$ cat src/core_defines.svh
`ifndef CORE_DEFINES_SVH
`define CORE_DEFINES_SVH

// datapath and register bank
`define DATA_W 16
`define REG_N 8

// host bus widths
`define AXI_AW 8
`define AXI_DW 32

// register map
`define ADDR_INSTR 8'h00
`define ADDR_REG0 8'h40
`define ADDR_STATUS 8'h80

`define RESP_OKAY 2'b00
`define RESP_SLVERR 2'b10

`endif
$ cat src/corePkg.sv
package corePkg;

        // register form, three register fields
        typedef struct packed {
                logic [6:0] id;
                logic [2:0] rd;
                logic [2:0] rs;
                logic [2:0] rt;
        } rForm_t;

        // immediate form, destination plus signed 6-bit constant
        typedef struct packed {
                logic [6:0] id;
                logic [2:0] rd;
                logic signed [5:0] imm6;
        } iForm_t;

        typedef union packed {
                rForm_t rForm;
                iForm_t iForm;
        } instrWord_u;

        typedef enum logic [3:0] {
                ALU_ZERO = 4'd0,
                ALU_AND = 4'd1,
                ALU_ADD = 4'd2,
                ALU_SUB = 4'd3,
                ALU_OR = 4'd4,
                ALU_XOR = 4'd5,
                ALU_NOT = 4'd6,
                ALU_NAND = 4'd7,
                ALU_NOR = 4'd8,
                ALU_XNOR = 4'd9,
                ALU_SLT = 4'd10,
                ALU_NEG = 4'd11,
                ALU_PASSB = 4'd12,
                ALU_MUL = 4'd13,
                ALU_PASSA = 4'd14
        } aluOp_e;

        // codes 1 and 6..8 belong to memory ops, not kept here
        typedef enum logic [3:0] {
                SH_NONE = 4'd0,
                SH_SLL = 4'd2,
                SH_SRL = 4'd3,
                SH_SRA = 4'd4,
                SH_ROL = 4'd5
        } shiftOp_e;

        typedef struct packed {
                aluOp_e aluOp;
                shiftOp_e bsOp;
                logic useImm;
                logic [2:0] rbMode;
                logic enable;
                logic clearRegs;
        } ctrlBundle_t;

endpackage

$ cat src/miniCpu.sv
`timescale 1ns/1ps
`include "core_defines.svh"

module miniCpu
        import corePkg::*;
(
        input  logic clk,
        input  logic rstN,
        input  logic [`AXI_AW-1:0] awaddr,
        input  logic awvalid,
        output logic awready,
        input  logic [`AXI_DW-1:0] wdata,
        input  logic wvalid,
        output logic wready,
        output logic [1:0] bresp,
        output logic bvalid,
        input  logic bready,
        input  logic [`AXI_AW-1:0] araddr,
        input  logic arvalid,
        output logic arready,
        output logic [`AXI_DW-1:0] rdata,
        output logic [1:0] rresp,
        output logic rvalid,
        input  logic rready
);

        instrWord_u instr;
        ctrlBundle_t ctrl;
        logic execValid;
        logic [$clog2(`REG_N)-1:0] hostAddr, srcAAddr;
        logic [`DATA_W-1:0] hostData, rsData, rtData;
        logic [`DATA_W-1:0] immExt, opB, aluY, shiftY, result;

        hostPort host (
                .clk, .rstN,
                .awaddr, .awvalid, .awready,
                .wdata, .wvalid, .wready,
                .bresp, .bvalid, .bready,
                .araddr, .arvalid, .arready,
                .rdata, .rresp, .rvalid, .rready,
                .execValid, .instr,
                .haltReq(!ctrl.enable),
                .regAddr(hostAddr),
                .regData(hostData)
        );

        controlCore decode (.id(instr.rForm.id), .ctrl);

        // immediate form reads rd as operand A
        assign srcAAddr = ctrl.useImm ? instr.iForm.rd : instr.rForm.rs;
        assign immExt = {{(`DATA_W-6){instr.iForm.imm6[5]}}, instr.iForm.imm6};
        assign opB = ctrl.useImm ? immExt : rtData;

        aluUnit alu (.op(ctrl.aluOp), .a(rsData), .b(opB), .y(aluY));

        barrelShift shifter (.op(ctrl.bsOp), .a(rsData), .b(opB), .y(shiftY));

        assign result = (ctrl.bsOp != SH_NONE) ? shiftY : aluY;

        regBank regs (
                .clk, .rstN,
                .we(execValid && (ctrl.rbMode == 3'd1)),
                .clear(execValid && ctrl.clearRegs),
                .wAddr(instr.rForm.rd),
                .wData(result),
                .rsAddr(srcAAddr),
                .rtAddr(instr.rForm.rt),
                .rsData, .rtData,
                .hostAddr, .hostData
        );

        // clear-all must never come with a register write mode
        clearNoWrite: assert property (
                @(posedge clk) disable iff (!rstN)
                !(ctrl.clearRegs && (ctrl.rbMode != 3'd0))
        ) else $error("decoder set clearRegs with a write mode");

endmodule

$ cat src/hostPort.sv
`timescale 1ns/1ps
`include "core_defines.svh"

module hostPort
        import corePkg::*;
(
        input  logic clk,
        input  logic rstN,
        input  logic [`AXI_AW-1:0] awaddr,
        input  logic awvalid,
        output logic awready,
        input  logic [`AXI_DW-1:0] wdata,
        input  logic wvalid,
        output logic wready,
        output logic [1:0] bresp,
        output logic bvalid,
        input  logic bready,
        input  logic [`AXI_AW-1:0] araddr,
        input  logic arvalid,
        output logic arready,
        output logic [`AXI_DW-1:0] rdata,
        output logic [1:0] rresp,
        output logic rvalid,
        input  logic rready,
        output logic execValid,
        output instrWord_u instr,
        input  logic haltReq,
        output logic [$clog2(`REG_N)-1:0] regAddr,
        input  logic [`DATA_W-1:0] regData
);

        logic running;
        logic wrAccept, wrFire, instrHit;
        logic arFire, regHit;
        logic [`AXI_AW-1:0] regOffset;

        // one-cycle ready pulse, held off while a response is outstanding
        assign wrAccept = awvalid && wvalid && !awready && !bvalid && !execValid;
        assign wrFire = awvalid && awready && wvalid && wready;
        assign instrHit = (awaddr == `ADDR_INSTR) && running;

        always_ff @(posedge clk) begin
                if (!rstN) begin
                        awready <= 1'b0;
                        wready <= 1'b0;
                        bvalid <= 1'b0;
                        bresp <= `RESP_OKAY;
                        execValid <= 1'b0;
                        instr <= '0;
                        running <= 1'b1;
                end else begin
                        awready <= wrAccept;
                        wready <= wrAccept;
                        execValid <= wrFire && instrHit;
                        if (wrFire && instrHit) begin
                                instr <= wdata[`DATA_W-1:0];
                        end
                        if (execValid && haltReq) begin
                                running <= 1'b0;
                        end
                        // okay follows the execute cycle, errors answer at once
                        if (wrFire && !instrHit) begin
                                bvalid <= 1'b1;
                                bresp <= `RESP_SLVERR;
                        end else if (execValid) begin
                                bvalid <= 1'b1;
                                bresp <= `RESP_OKAY;
                        end else if (bvalid && bready) begin
                                bvalid <= 1'b0;
                        end
                end
        end

        assign arready = !rvalid;
        assign arFire = arvalid && arready;

        assign regOffset = araddr - `ADDR_REG0;
        assign regHit = (araddr >= `ADDR_REG0) && (regOffset < 4 * `REG_N)
                        && (araddr[1:0] == 2'b00);
        assign regAddr = regOffset[$clog2(`REG_N)+1:2];

        always_ff @(posedge clk) begin
                if (!rstN) begin
                        rvalid <= 1'b0;
                end else if (arFire) begin
                        rvalid <= 1'b1;
                end else if (rvalid && rready) begin
                        rvalid <= 1'b0;
                end
        end

        always_ff @(posedge clk) begin
                if (arFire) begin
                        rdata <= '0;
                        rresp <= `RESP_OKAY;
                        if (regHit) begin
                                rdata[`DATA_W-1:0] <= regData;
                        end else if (araddr == `ADDR_STATUS) begin
                                rdata[0] <= running;
                        end else begin
                                rresp <= `RESP_SLVERR;
                        end
                end
        end

        bHold: assert property (
                @(posedge clk) disable iff (!rstN)
                bvalid && !bready |=> bvalid && $stable(bresp)
        ) else $error("write response dropped or changed before bready");

        rHold: assert property (
                @(posedge clk) disable iff (!rstN)
                rvalid && !rready |=> rvalid && $stable(rdata) && $stable(rresp)
        ) else $error("read response dropped or changed before rready");

        execSingle: assert property (
                @(posedge clk) disable iff (!rstN)
                execValid |=> !execValid
        ) else $error("execValid held for two cycles");

endmodule

$ cat src/regBank.sv
`timescale 1ns/1ps
`include "core_defines.svh"

module regBank (
        input  logic clk,
        input  logic rstN,
        input  logic we,
        input  logic clear,
        input  logic [$clog2(`REG_N)-1:0] wAddr,
        input  logic [`DATA_W-1:0] wData,
        input  logic [$clog2(`REG_N)-1:0] rsAddr,
        input  logic [$clog2(`REG_N)-1:0] rtAddr,
        output logic [`DATA_W-1:0] rsData,
        output logic [`DATA_W-1:0] rtData,
        input  logic [$clog2(`REG_N)-1:0] hostAddr,
        output logic [`DATA_W-1:0] hostData
);

        logic [`DATA_W-1:0] regs [`REG_N];

        always_ff @(posedge clk) begin
                if (!rstN) begin
                        for (int i = 0; i < `REG_N; i++) begin
                                regs[i] <= '0;
                        end
                end else if (clear) begin
                        // clear wins over a write in the same cycle
                        for (int i = 0; i < `REG_N; i++) begin
                                regs[i] <= '0;
                        end
                end else if (we) begin
                        regs[wAddr] <= wData;
                end
        end

        assign rsData = regs[rsAddr];
        assign rtData = regs[rtAddr];
        assign hostData = regs[hostAddr];

        // decoder never asks for a write and a wipe together
        weClearExclusive: assert property (
                @(posedge clk) disable iff (!rstN)
                !(we && clear)
        ) else $error("register write and clear requested together");

endmodule

$ cat src/barrelShift.sv
`timescale 1ns/1ps
`include "core_defines.svh"

module barrelShift
        import corePkg::*;
(
        input  shiftOp_e op,
        input  logic [`DATA_W-1:0] a,
        input  logic [`DATA_W-1:0] b,
        output logic [`DATA_W-1:0] y
);

        localparam int amtW = $clog2(`DATA_W);

        logic [amtW-1:0] amt;
        logic [2*`DATA_W-1:0] rotWide;

        assign amt = b[amtW-1:0];

        // rotate through a doubled copy, upper half holds the result
        assign rotWide = {a, a} << amt;

        always_comb begin
                case (op)
                        SH_SLL: y = a << amt;
                        SH_SRL: y = a >> amt;
                        SH_SRA: y = $signed(a) >>> amt;
                        SH_ROL: y = rotWide[2*`DATA_W-1:`DATA_W];
                        default: y = '0;
                endcase
        end

endmodule

$ cat src/aluUnit.sv
`timescale 1ns/1ps
`include "core_defines.svh"

module aluUnit
        import corePkg::*;
(
        input  aluOp_e op,
        input  logic [`DATA_W-1:0] a,
        input  logic [`DATA_W-1:0] b,
        output logic [`DATA_W-1:0] y
);

        // full width product, only the low half is kept
        logic [2*`DATA_W-1:0] prod;

        assign prod = a * b;

        always_comb begin
                y = '0;
                case (op)
                        ALU_AND: y = a & b;
                        ALU_ADD: y = a + b;
                        ALU_SUB: y = a - b;
                        ALU_OR: y = a | b;
                        ALU_XOR: y = a ^ b;
                        ALU_NOT: y = ~a;
                        ALU_NAND: y = ~(a & b);
                        ALU_NOR: y = ~(a | b);
                        ALU_XNOR: y = ~(a ^ b);
                        // signed compare, result is 1 or 0
                        ALU_SLT: y[0] = $signed(a) < $signed(b);
                        ALU_NEG: y = -b;
                        ALU_PASSB: y = b;
                        ALU_MUL: y = prod[`DATA_W-1:0];
                        ALU_PASSA: y = a;
                        default: y = '0;
                endcase
        end

endmodule

$ cat src/controlCore.sv
`timescale 1ns/1ps

module controlCore
        import corePkg::*;
(
        input  logic [6:0] id,
        output ctrlBundle_t ctrl
);

        always_comb begin
                // plain register move unless the id says otherwise
                ctrl.aluOp = ALU_PASSB;
                ctrl.bsOp = SH_NONE;
                ctrl.useImm = 1'b0;
                ctrl.rbMode = 3'd1;
                ctrl.enable = 1'b1;
                ctrl.clearRegs = 1'b0;

                case (id)
                        7'd1: begin
                                ctrl.bsOp = SH_SRL;
                                ctrl.useImm = 1'b1;
                        end
                        7'd2: begin
                                ctrl.bsOp = SH_SRA;
                                ctrl.useImm = 1'b1;
                        end
                        7'd3: begin
                                ctrl.bsOp = SH_SLL;
                                ctrl.useImm = 1'b1;
                        end
                        7'd4, 7'd23: begin
                                ctrl.aluOp = ALU_ADD;
                        end
                        7'd5, 7'd22: begin
                                ctrl.aluOp = ALU_XOR;
                        end
                        7'd6, 7'd10: begin
                                ctrl.aluOp = ALU_ADD;
                                ctrl.useImm = 1'b1;
                        end
                        7'd7, 7'd9, 7'd11: begin
                                ctrl.aluOp = ALU_XOR;
                                ctrl.useImm = 1'b1;
                        end
                        // load immediate
                        7'd8: begin
                                ctrl.useImm = 1'b1;
                        end
                        7'd12: ctrl.aluOp = ALU_SUB;
                        7'd13: ctrl.aluOp = ALU_MUL;
                        7'd14: ctrl.bsOp = SH_SRL;
                        7'd15: ctrl.bsOp = SH_SRA;
                        7'd16: ctrl.bsOp = SH_SLL;
                        7'd17: ctrl.aluOp = ALU_AND;
                        7'd18: ctrl.aluOp = ALU_NOR;
                        7'd19: ctrl.bsOp = SH_ROL;
                        7'd20: ctrl.aluOp = ALU_PASSA;
                        7'd21: ctrl.aluOp = ALU_NOT;
                        7'd24: ctrl.aluOp = ALU_NAND;
                        7'd25: ctrl.aluOp = ALU_XNOR;
                        7'd26: ctrl.aluOp = ALU_OR;
                        7'd34: ctrl.aluOp = ALU_SLT;
                        7'd65: ctrl.aluOp = ALU_NEG;
                        7'd35, 7'd36, 7'd37: begin
                                // moves keep the defaults
                        end
                        // no-op
                        7'd74: ctrl.rbMode = 3'd0;
                        // halt
                        7'd75: begin
                                ctrl.rbMode = 3'd0;
                                ctrl.enable = 1'b0;
                        end
                        // wipe the whole register bank
                        7'd100: begin
                                ctrl.rbMode = 3'd0;
                                ctrl.clearRegs = 1'b1;
                        end
                        default: ctrl.rbMode = 3'd0;
                endcase
        end

endmodule

$ cat config.mk
export PLATFORM = sky130hd
export DESIGN_NAME = miniCpu
export DESIGN_NICKNAME = d
export VERILOG_FILES = /design/src/corePkg.sv /design/src/miniCpu.sv /design/src/hostPort.sv /design/src/regBank.sv /design/src/barrelShift.sv /design/src/aluUnit.sv /design/src/controlCore.sv
export VERILOG_INCLUDE_DIRS = /design/src /design/src/src
export SDC_FILE = /design/constraint.sdc
export NUM_CORES = 1
export LEC_CHECK = 0
export CORE_ASPECT_RATIO = 0.8
export CORE_MARGIN = 2
export CORE_UTILIZATION = 55
export DETAILED_ROUTE_END_ITERATION = 12
export DONT_BUFFER_PORTS = 1
export GPL_ROUTABILITY_DRIVEN = 0
export PLACE_DENSITY_LB_ADDON = 0.15
export SLEW_MARGIN = 5
export SYNTH_ARGS = -nofsm -noshare
export SYNTH_HDL_FRONTEND = slang
export SYNTH_SLANG_ARGS = --single-unit
export TNS_END_PERCENT = 100
$ cat constraint.sdc
create_clock -name clk -period 7.9 [get_ports clk]
set_input_delay 0.79 -clock clk [delete_from_list [all_inputs] [get_ports clk]]
set_output_delay 0.79 -clock clk [all_outputs]
set_load 0.005 [all_outputs]
[Yosys cells after proc, flatten, opt, wreduce, memory -nomap -nowiden]
Memories as Yosys holds them, arrays and structs flattened. A register that Yosys moved wholly into a read port is not among the register bits.
Cells that the tools add are included.
Storage, ports and cells
  RAM bits: 128
  bits of input ports: 55
  memories kept: 1
  word-level logic and storage cells: 170
  register bits after elaboration: 40
  output and inout bits: 41
Memory list
  regs.regs: depth 8, width 16, read ports 3, clocked after Yosys merged registers in 1, wr ports 8, RTL line regBank.sv:19  | logic [`DATA_W-1:0] regs [`REG_N];
Operators by class
  shift-type cells: 4
  add/sub/neg operators: 4
  multiply operators: 1
  multiplexer cells: 42
  eq/ne operators: 53
  order comparisons: 3
  reduce and logical (&&, ||, !) cells: 37
  bitwise operators: 15
Operator list (number)
  one-hot mux 15 bit (13 select lines): 1
  two-way mux 16 bit: 11
  == test 7 x 5 -> 1 bit, second input constant: 11
  inverter 16 bit: 4
  one-hot mux 16 bit (4 select lines): 1
  == test 7 x 4 -> 1 bit, second input constant: 8
  one-hot mux 4 bit (13 select lines): 1
  left shift 32 x 4 -> 32 bit: 1
  OR reduction 31 bit: 1
  == test 4 bit, second input constant: 7
  == test 7 x 3 -> 1 bit, second input constant: 4
  == test 7 x 6 -> 1 bit, second input constant: 4
  == test 7 bit, second input constant: 3
  two-way mux 1 bit: 19
  logical AND 1 bit: 18
  adder 16 bit: 1
  AND 16 bit: 1
  == test 4 x 3 -> 1 bit, second input constant: 4
  < comparator 16 bit: 1
  multiplier 16 x 16 -> 16 bit: 1
  negator 16 bit: 1
  bitwise OR 16 bit: 1
  OR reduction 16 bit: 1
  left shift 16 x 4 -> 16 bit: 1
  other kinds (30): 53

[Depth between registers and ports, before layout]
  depth in word-level cells: 11
  mapped depth: 35
  depth with buffers taken out: 30

[Hierarchy]
A second synthesis with hierarchy kept.
Unflattened totals
  cells, all modules: 2100
  area, all modules: 20400.8 um^2
Modules (own cells, without submodules)
  regBank: area an instance 7962.6 um^2, cells an instance 488, seq. area each 3843.7 um^2, times used 1
  aluUnit: area an instance 7517.2 um^2, cells an instance 1026, seq. area each 0.0 um^2, times used 1
  barrelShift: area an instance 2195.9 um^2, cells an instance 265, seq. area each 0.0 um^2, times used 1
  hostPort: area an instance 1716.6 um^2, cells an instance 160, seq. area each 950.9 um^2, times used 1
  controlCore: area an instance 574.3 um^2, cells an instance 106, seq. area each 0.0 um^2, times used 1
  miniCpu: area an instance 434.2 um^2, cells an instance 55, seq. area each 0.0 um^2, times used 1

[Least setup slack after synthesis]
OpenSTA, ideal clock, no wires.
  path type: register to register
  start: reg host.instr[13] (netlist name)
  end: mem regs.regs[0][15] (netlist name) (data pin)
  path buffers: 5
  library setup time: 0.266 ns
  clock period less this slack: 8.000 ns
  path slack: -0.100 ns
  data required time: 7.634 ns
  stages on the path, launching flop included: 32
  data arrival time: 7.734 ns
  cell sequence: dfxtp_1 buf_6 or3_1 buf_6 a21oi_4 mux2i_1 buf_6 buf_2 mux2i_1 mux2_2 clkbuf_1 inv_1 nor2_1 fa_1 inv_1 fa_1 fa_1 fa_1 inv_1 fa_1 inv_1 fa_1 inv_1 ha_1 and3_1 a21oi_1 o21ai_0 o41ai_1 xnor2_1 xnor3_1 a211oi_4 nor2_1
RTL lines
  from (decl): RTL line hostPort.sv:26  | output instrWord_u instr,
  from (signal assigned): RTL line hostPort.sv:56  | instr <= wdata[`DATA_W-1:0];
  to (decl): RTL line regBank.sv:19

==> reports/metrics.cfg <==
[layout]
multi_input_area_sq_mm=0.01313
fill_cells=2844
final_common_cell=nor2_1
finish.utilization_pct=63.98
area_growth_pct=13.95
final_cell_mix=nor2_1, buf_4, nand2_1
finalNetCount=2477
regArea_sq_mm=0.004865
stdcell_count=2686
diodes=0
drive_gt1_share_pct=20.12
final_area_sq_mm=0.02161

[floorplan]
core_sq_mm=0.03378
ios=96
rows=60
initial_core_util_pct=56.14
die_x_um=211.6
die_y_um=170.1
die-area_sq_mm=0.03600

[routing]
vias=18537
finalWirelength_mm=72.07
postRouteAntennaNets=0
drt_drc_violations_left=0
drt_first_iter_violations=3374
drt-pass1-iter-count=11
via_per_inst=6.901
wl_per_cell_um=26.83

[cts]
clockBufferDepth=2
htree_levels=4
cts_hold_buf=0
cts_buffers=17
clkLatencyLatePin_ns=0.45
path_clk_slew_ns=0.07
cts_root_buf=clkbuf_16
cts.sinks=170
cts_tree=done

[pwr]
p_clk_share_pct=29.7
p_switching_mw=0.8659
leakagePower_nw=8.736
p_comb_share_pct=31.6
seqPwrFrac_pct=38.7
p_sw_share_pct=32.70
total_power_mw=2.648
internal-power_mw=1.782
irDropWorstVdd_v=0.0001201
power_density_mw_per_mm2=122.5

[timing]
rsz0062_at_grt=true
setup_slack_ns=0.02208
setup_viol=0
hold_violations=0
fmax_ghz=0.1269
slew_headroom_pct=12.64
post-route-min-period_ns=7.878
finClkSkew_ns=0.01259
worst_pin_slew_ns=1.310
final_max_slew_viol_count=0
finalCritPeriodShare_pct=99.72

[yosys]
ys.flop_type=edfxtp_1
syn-cell-area_sq_mm=0.01897
yosysSeqAreaShare_pct=25.60
async_flop_share_pct=0
ys_ff_latch=170
synth_edf_count=145
yosysWarnings=0
syn_inst=2138
avgSynthCellArea_sq_um=8.871
synth_cell_types=93

[setup_path]
worst-path-buf-inv=8
cp-end-kind=flop
crit_type=flop to flop
r2r_start=host.instr[14]
cp.depth=29
slowest_stage=fa_1
cp_data_arrival_time_ns=8.02
rrSetupSlack_ns=0.02
worstSetupStartpointType=flop
cpPeakStageDelay_ns=0.57
reg2reg_depth=29
cp_top_family=adder cells
worstPathRequired_ns=8.05
crit_start=host.instr[14]
cp-endpoint=regs.regs[6][13]
crit_top_cell=fa_1
r2r_end=regs.regs[6][13]
crit_fanout=8

[global_route]
grt_pass1_vias=17469
grt_pass1_wl_mm=107.4
grt_max_degree=45
grt_antenna_before_repair=1
grt-ovfl-total=0
grt_usage_pct=40.30

[job]
max-cap-violations=0

[run_status]
status=finished clean

[placement]
portBuffers=0
preCtsSetupSlack_ns=-0.2186
place_inst=2640
dp_hpwl_mm=52.94
placed_area_sq_mm=0.02054

[worst_hold_path]
hp-class=primary input to flop

-- power groups by stage --
| stage | Clock (mW) | Sequential [mW] | Combinational, mW |
|---|---|---|---|
| after floorplan | 0 | 1.03 | 0.502 |
| after global placement | 0 | 1.04 | 0.740 |
| after detailed placement | 0 | 1.04 | 0.756 |
| after CTS | 0.784 | 1.02 | 0.769 |
| after global routing | 0.820 | 1.03 | 0.902 |
| final | 0.786 | 1.03 | 0.837 |
-- routing by layer --
metal / vias to the layer above / global-route usage (%) / part of all wire (%)
met5: - / 2.207 / 0.25
met4: 6 / 15.00 / 4.3
met3: 275 / 16.33 / 17
met2: 1625 / 55.85 / 40
met1: 8759 / 56.10 / 38
li1: 7872 / - / -
-- per-stage QoR --
step	hold slack (ns)	TNS, ns
2_1_floorplan	0.4365	0
3_3_place_gp	0.4587	-2.655
3_5_place_dp	0.4637	-3.516
4_1_cts	0.3923	0
5_1_grt	0.4068	-3.022
6_report	0.3974	0
-- worst min path at each step --
stage	startpoint	endpoint	slack (ns)	cells after the start
2_1_floorplan	host.bvalid	host.awready	0.44	1
3_3_place_gp	host.bvalid	host.awready	0.46	1
3_5_place_dp	host.bvalid	host.awready	0.46	1
4_1_cts	rstN	host.running	0.39	1
5_1_grt	rstN	host.running	0.41	1
6_report	rstN	host.running	0.40	1
-- worst register-to-register path, delay by kind of cell, from the launching register on --
family,cells,cell delay [ns]
AO/OA/AOI/OAI,6,1.11
adder cells (fa/ha/maj),7,3.30
buffers and inverters,8,0.84
flip-flops,1,0.37
multiplexers,3,0.72
AND/OR/NAND/NOR,5,1.22
-- cells in the mapped netlist (32+ instances only) --
library cell	count	area share, %
mux2i_1	93	4.9
nand3_1	73	1.9
edfxtp_1	145	23
o211ai_1	56	2.2
fa_1	81	8.5
ha_1	101	6.7
nor2_1	309	6.1
inv_1	161	3.2
nand2_1	195	3.9
nor2b_1	43	1.4
o21ai_0	99	2.6
clkbuf_1	90	1.8
a211oi_1	32	1.3
xnor2_1	38	1.8
a21oi_1	110	2.9
mux4_2	73	8.7
-- what timing repair did --
action	in CTS	in global routing
pin swaps	2	38
gates cloned	2	0
setup buffers	4	9
endpoints found under the setup margin	34	64
resized for setup	13	103
-- kinds of logic after synthesis --
group	after synthesis	share of synthesized area, %
and+or+nand+nor	738	17.34
AOI/OAI and AO/OA	487	17.40
buffers and inverters	329	7.401
adders and majority gates	182	15.21
muxes	177	14.25
DFF	170	25.60
xor gates and xnor gates	54	2.790
other	1	0.01977
-- area by class of cell --
class	count	share of cell area, %
multi-input cells	1657	60.73
flip-flops and latches	170	22.51
clock buffers	18	1.986
repair buffers	226	8.782
clock inverters	13	0.4921
inverters	168	2.987
well taps	434	2.512
-- state kept, by name, summed over array words and instances, names as in the netlist, named ones only --
signal	flops
host.instr	16
host.bvalid	1
host.rresp	1
host.rvalid	1
host.bresp	1
host.execValid	1
host.awready	1
host.rdata	16
host.running	1
regs.regs	128
No activity file was read; power rests on OpenSTA's default activity.
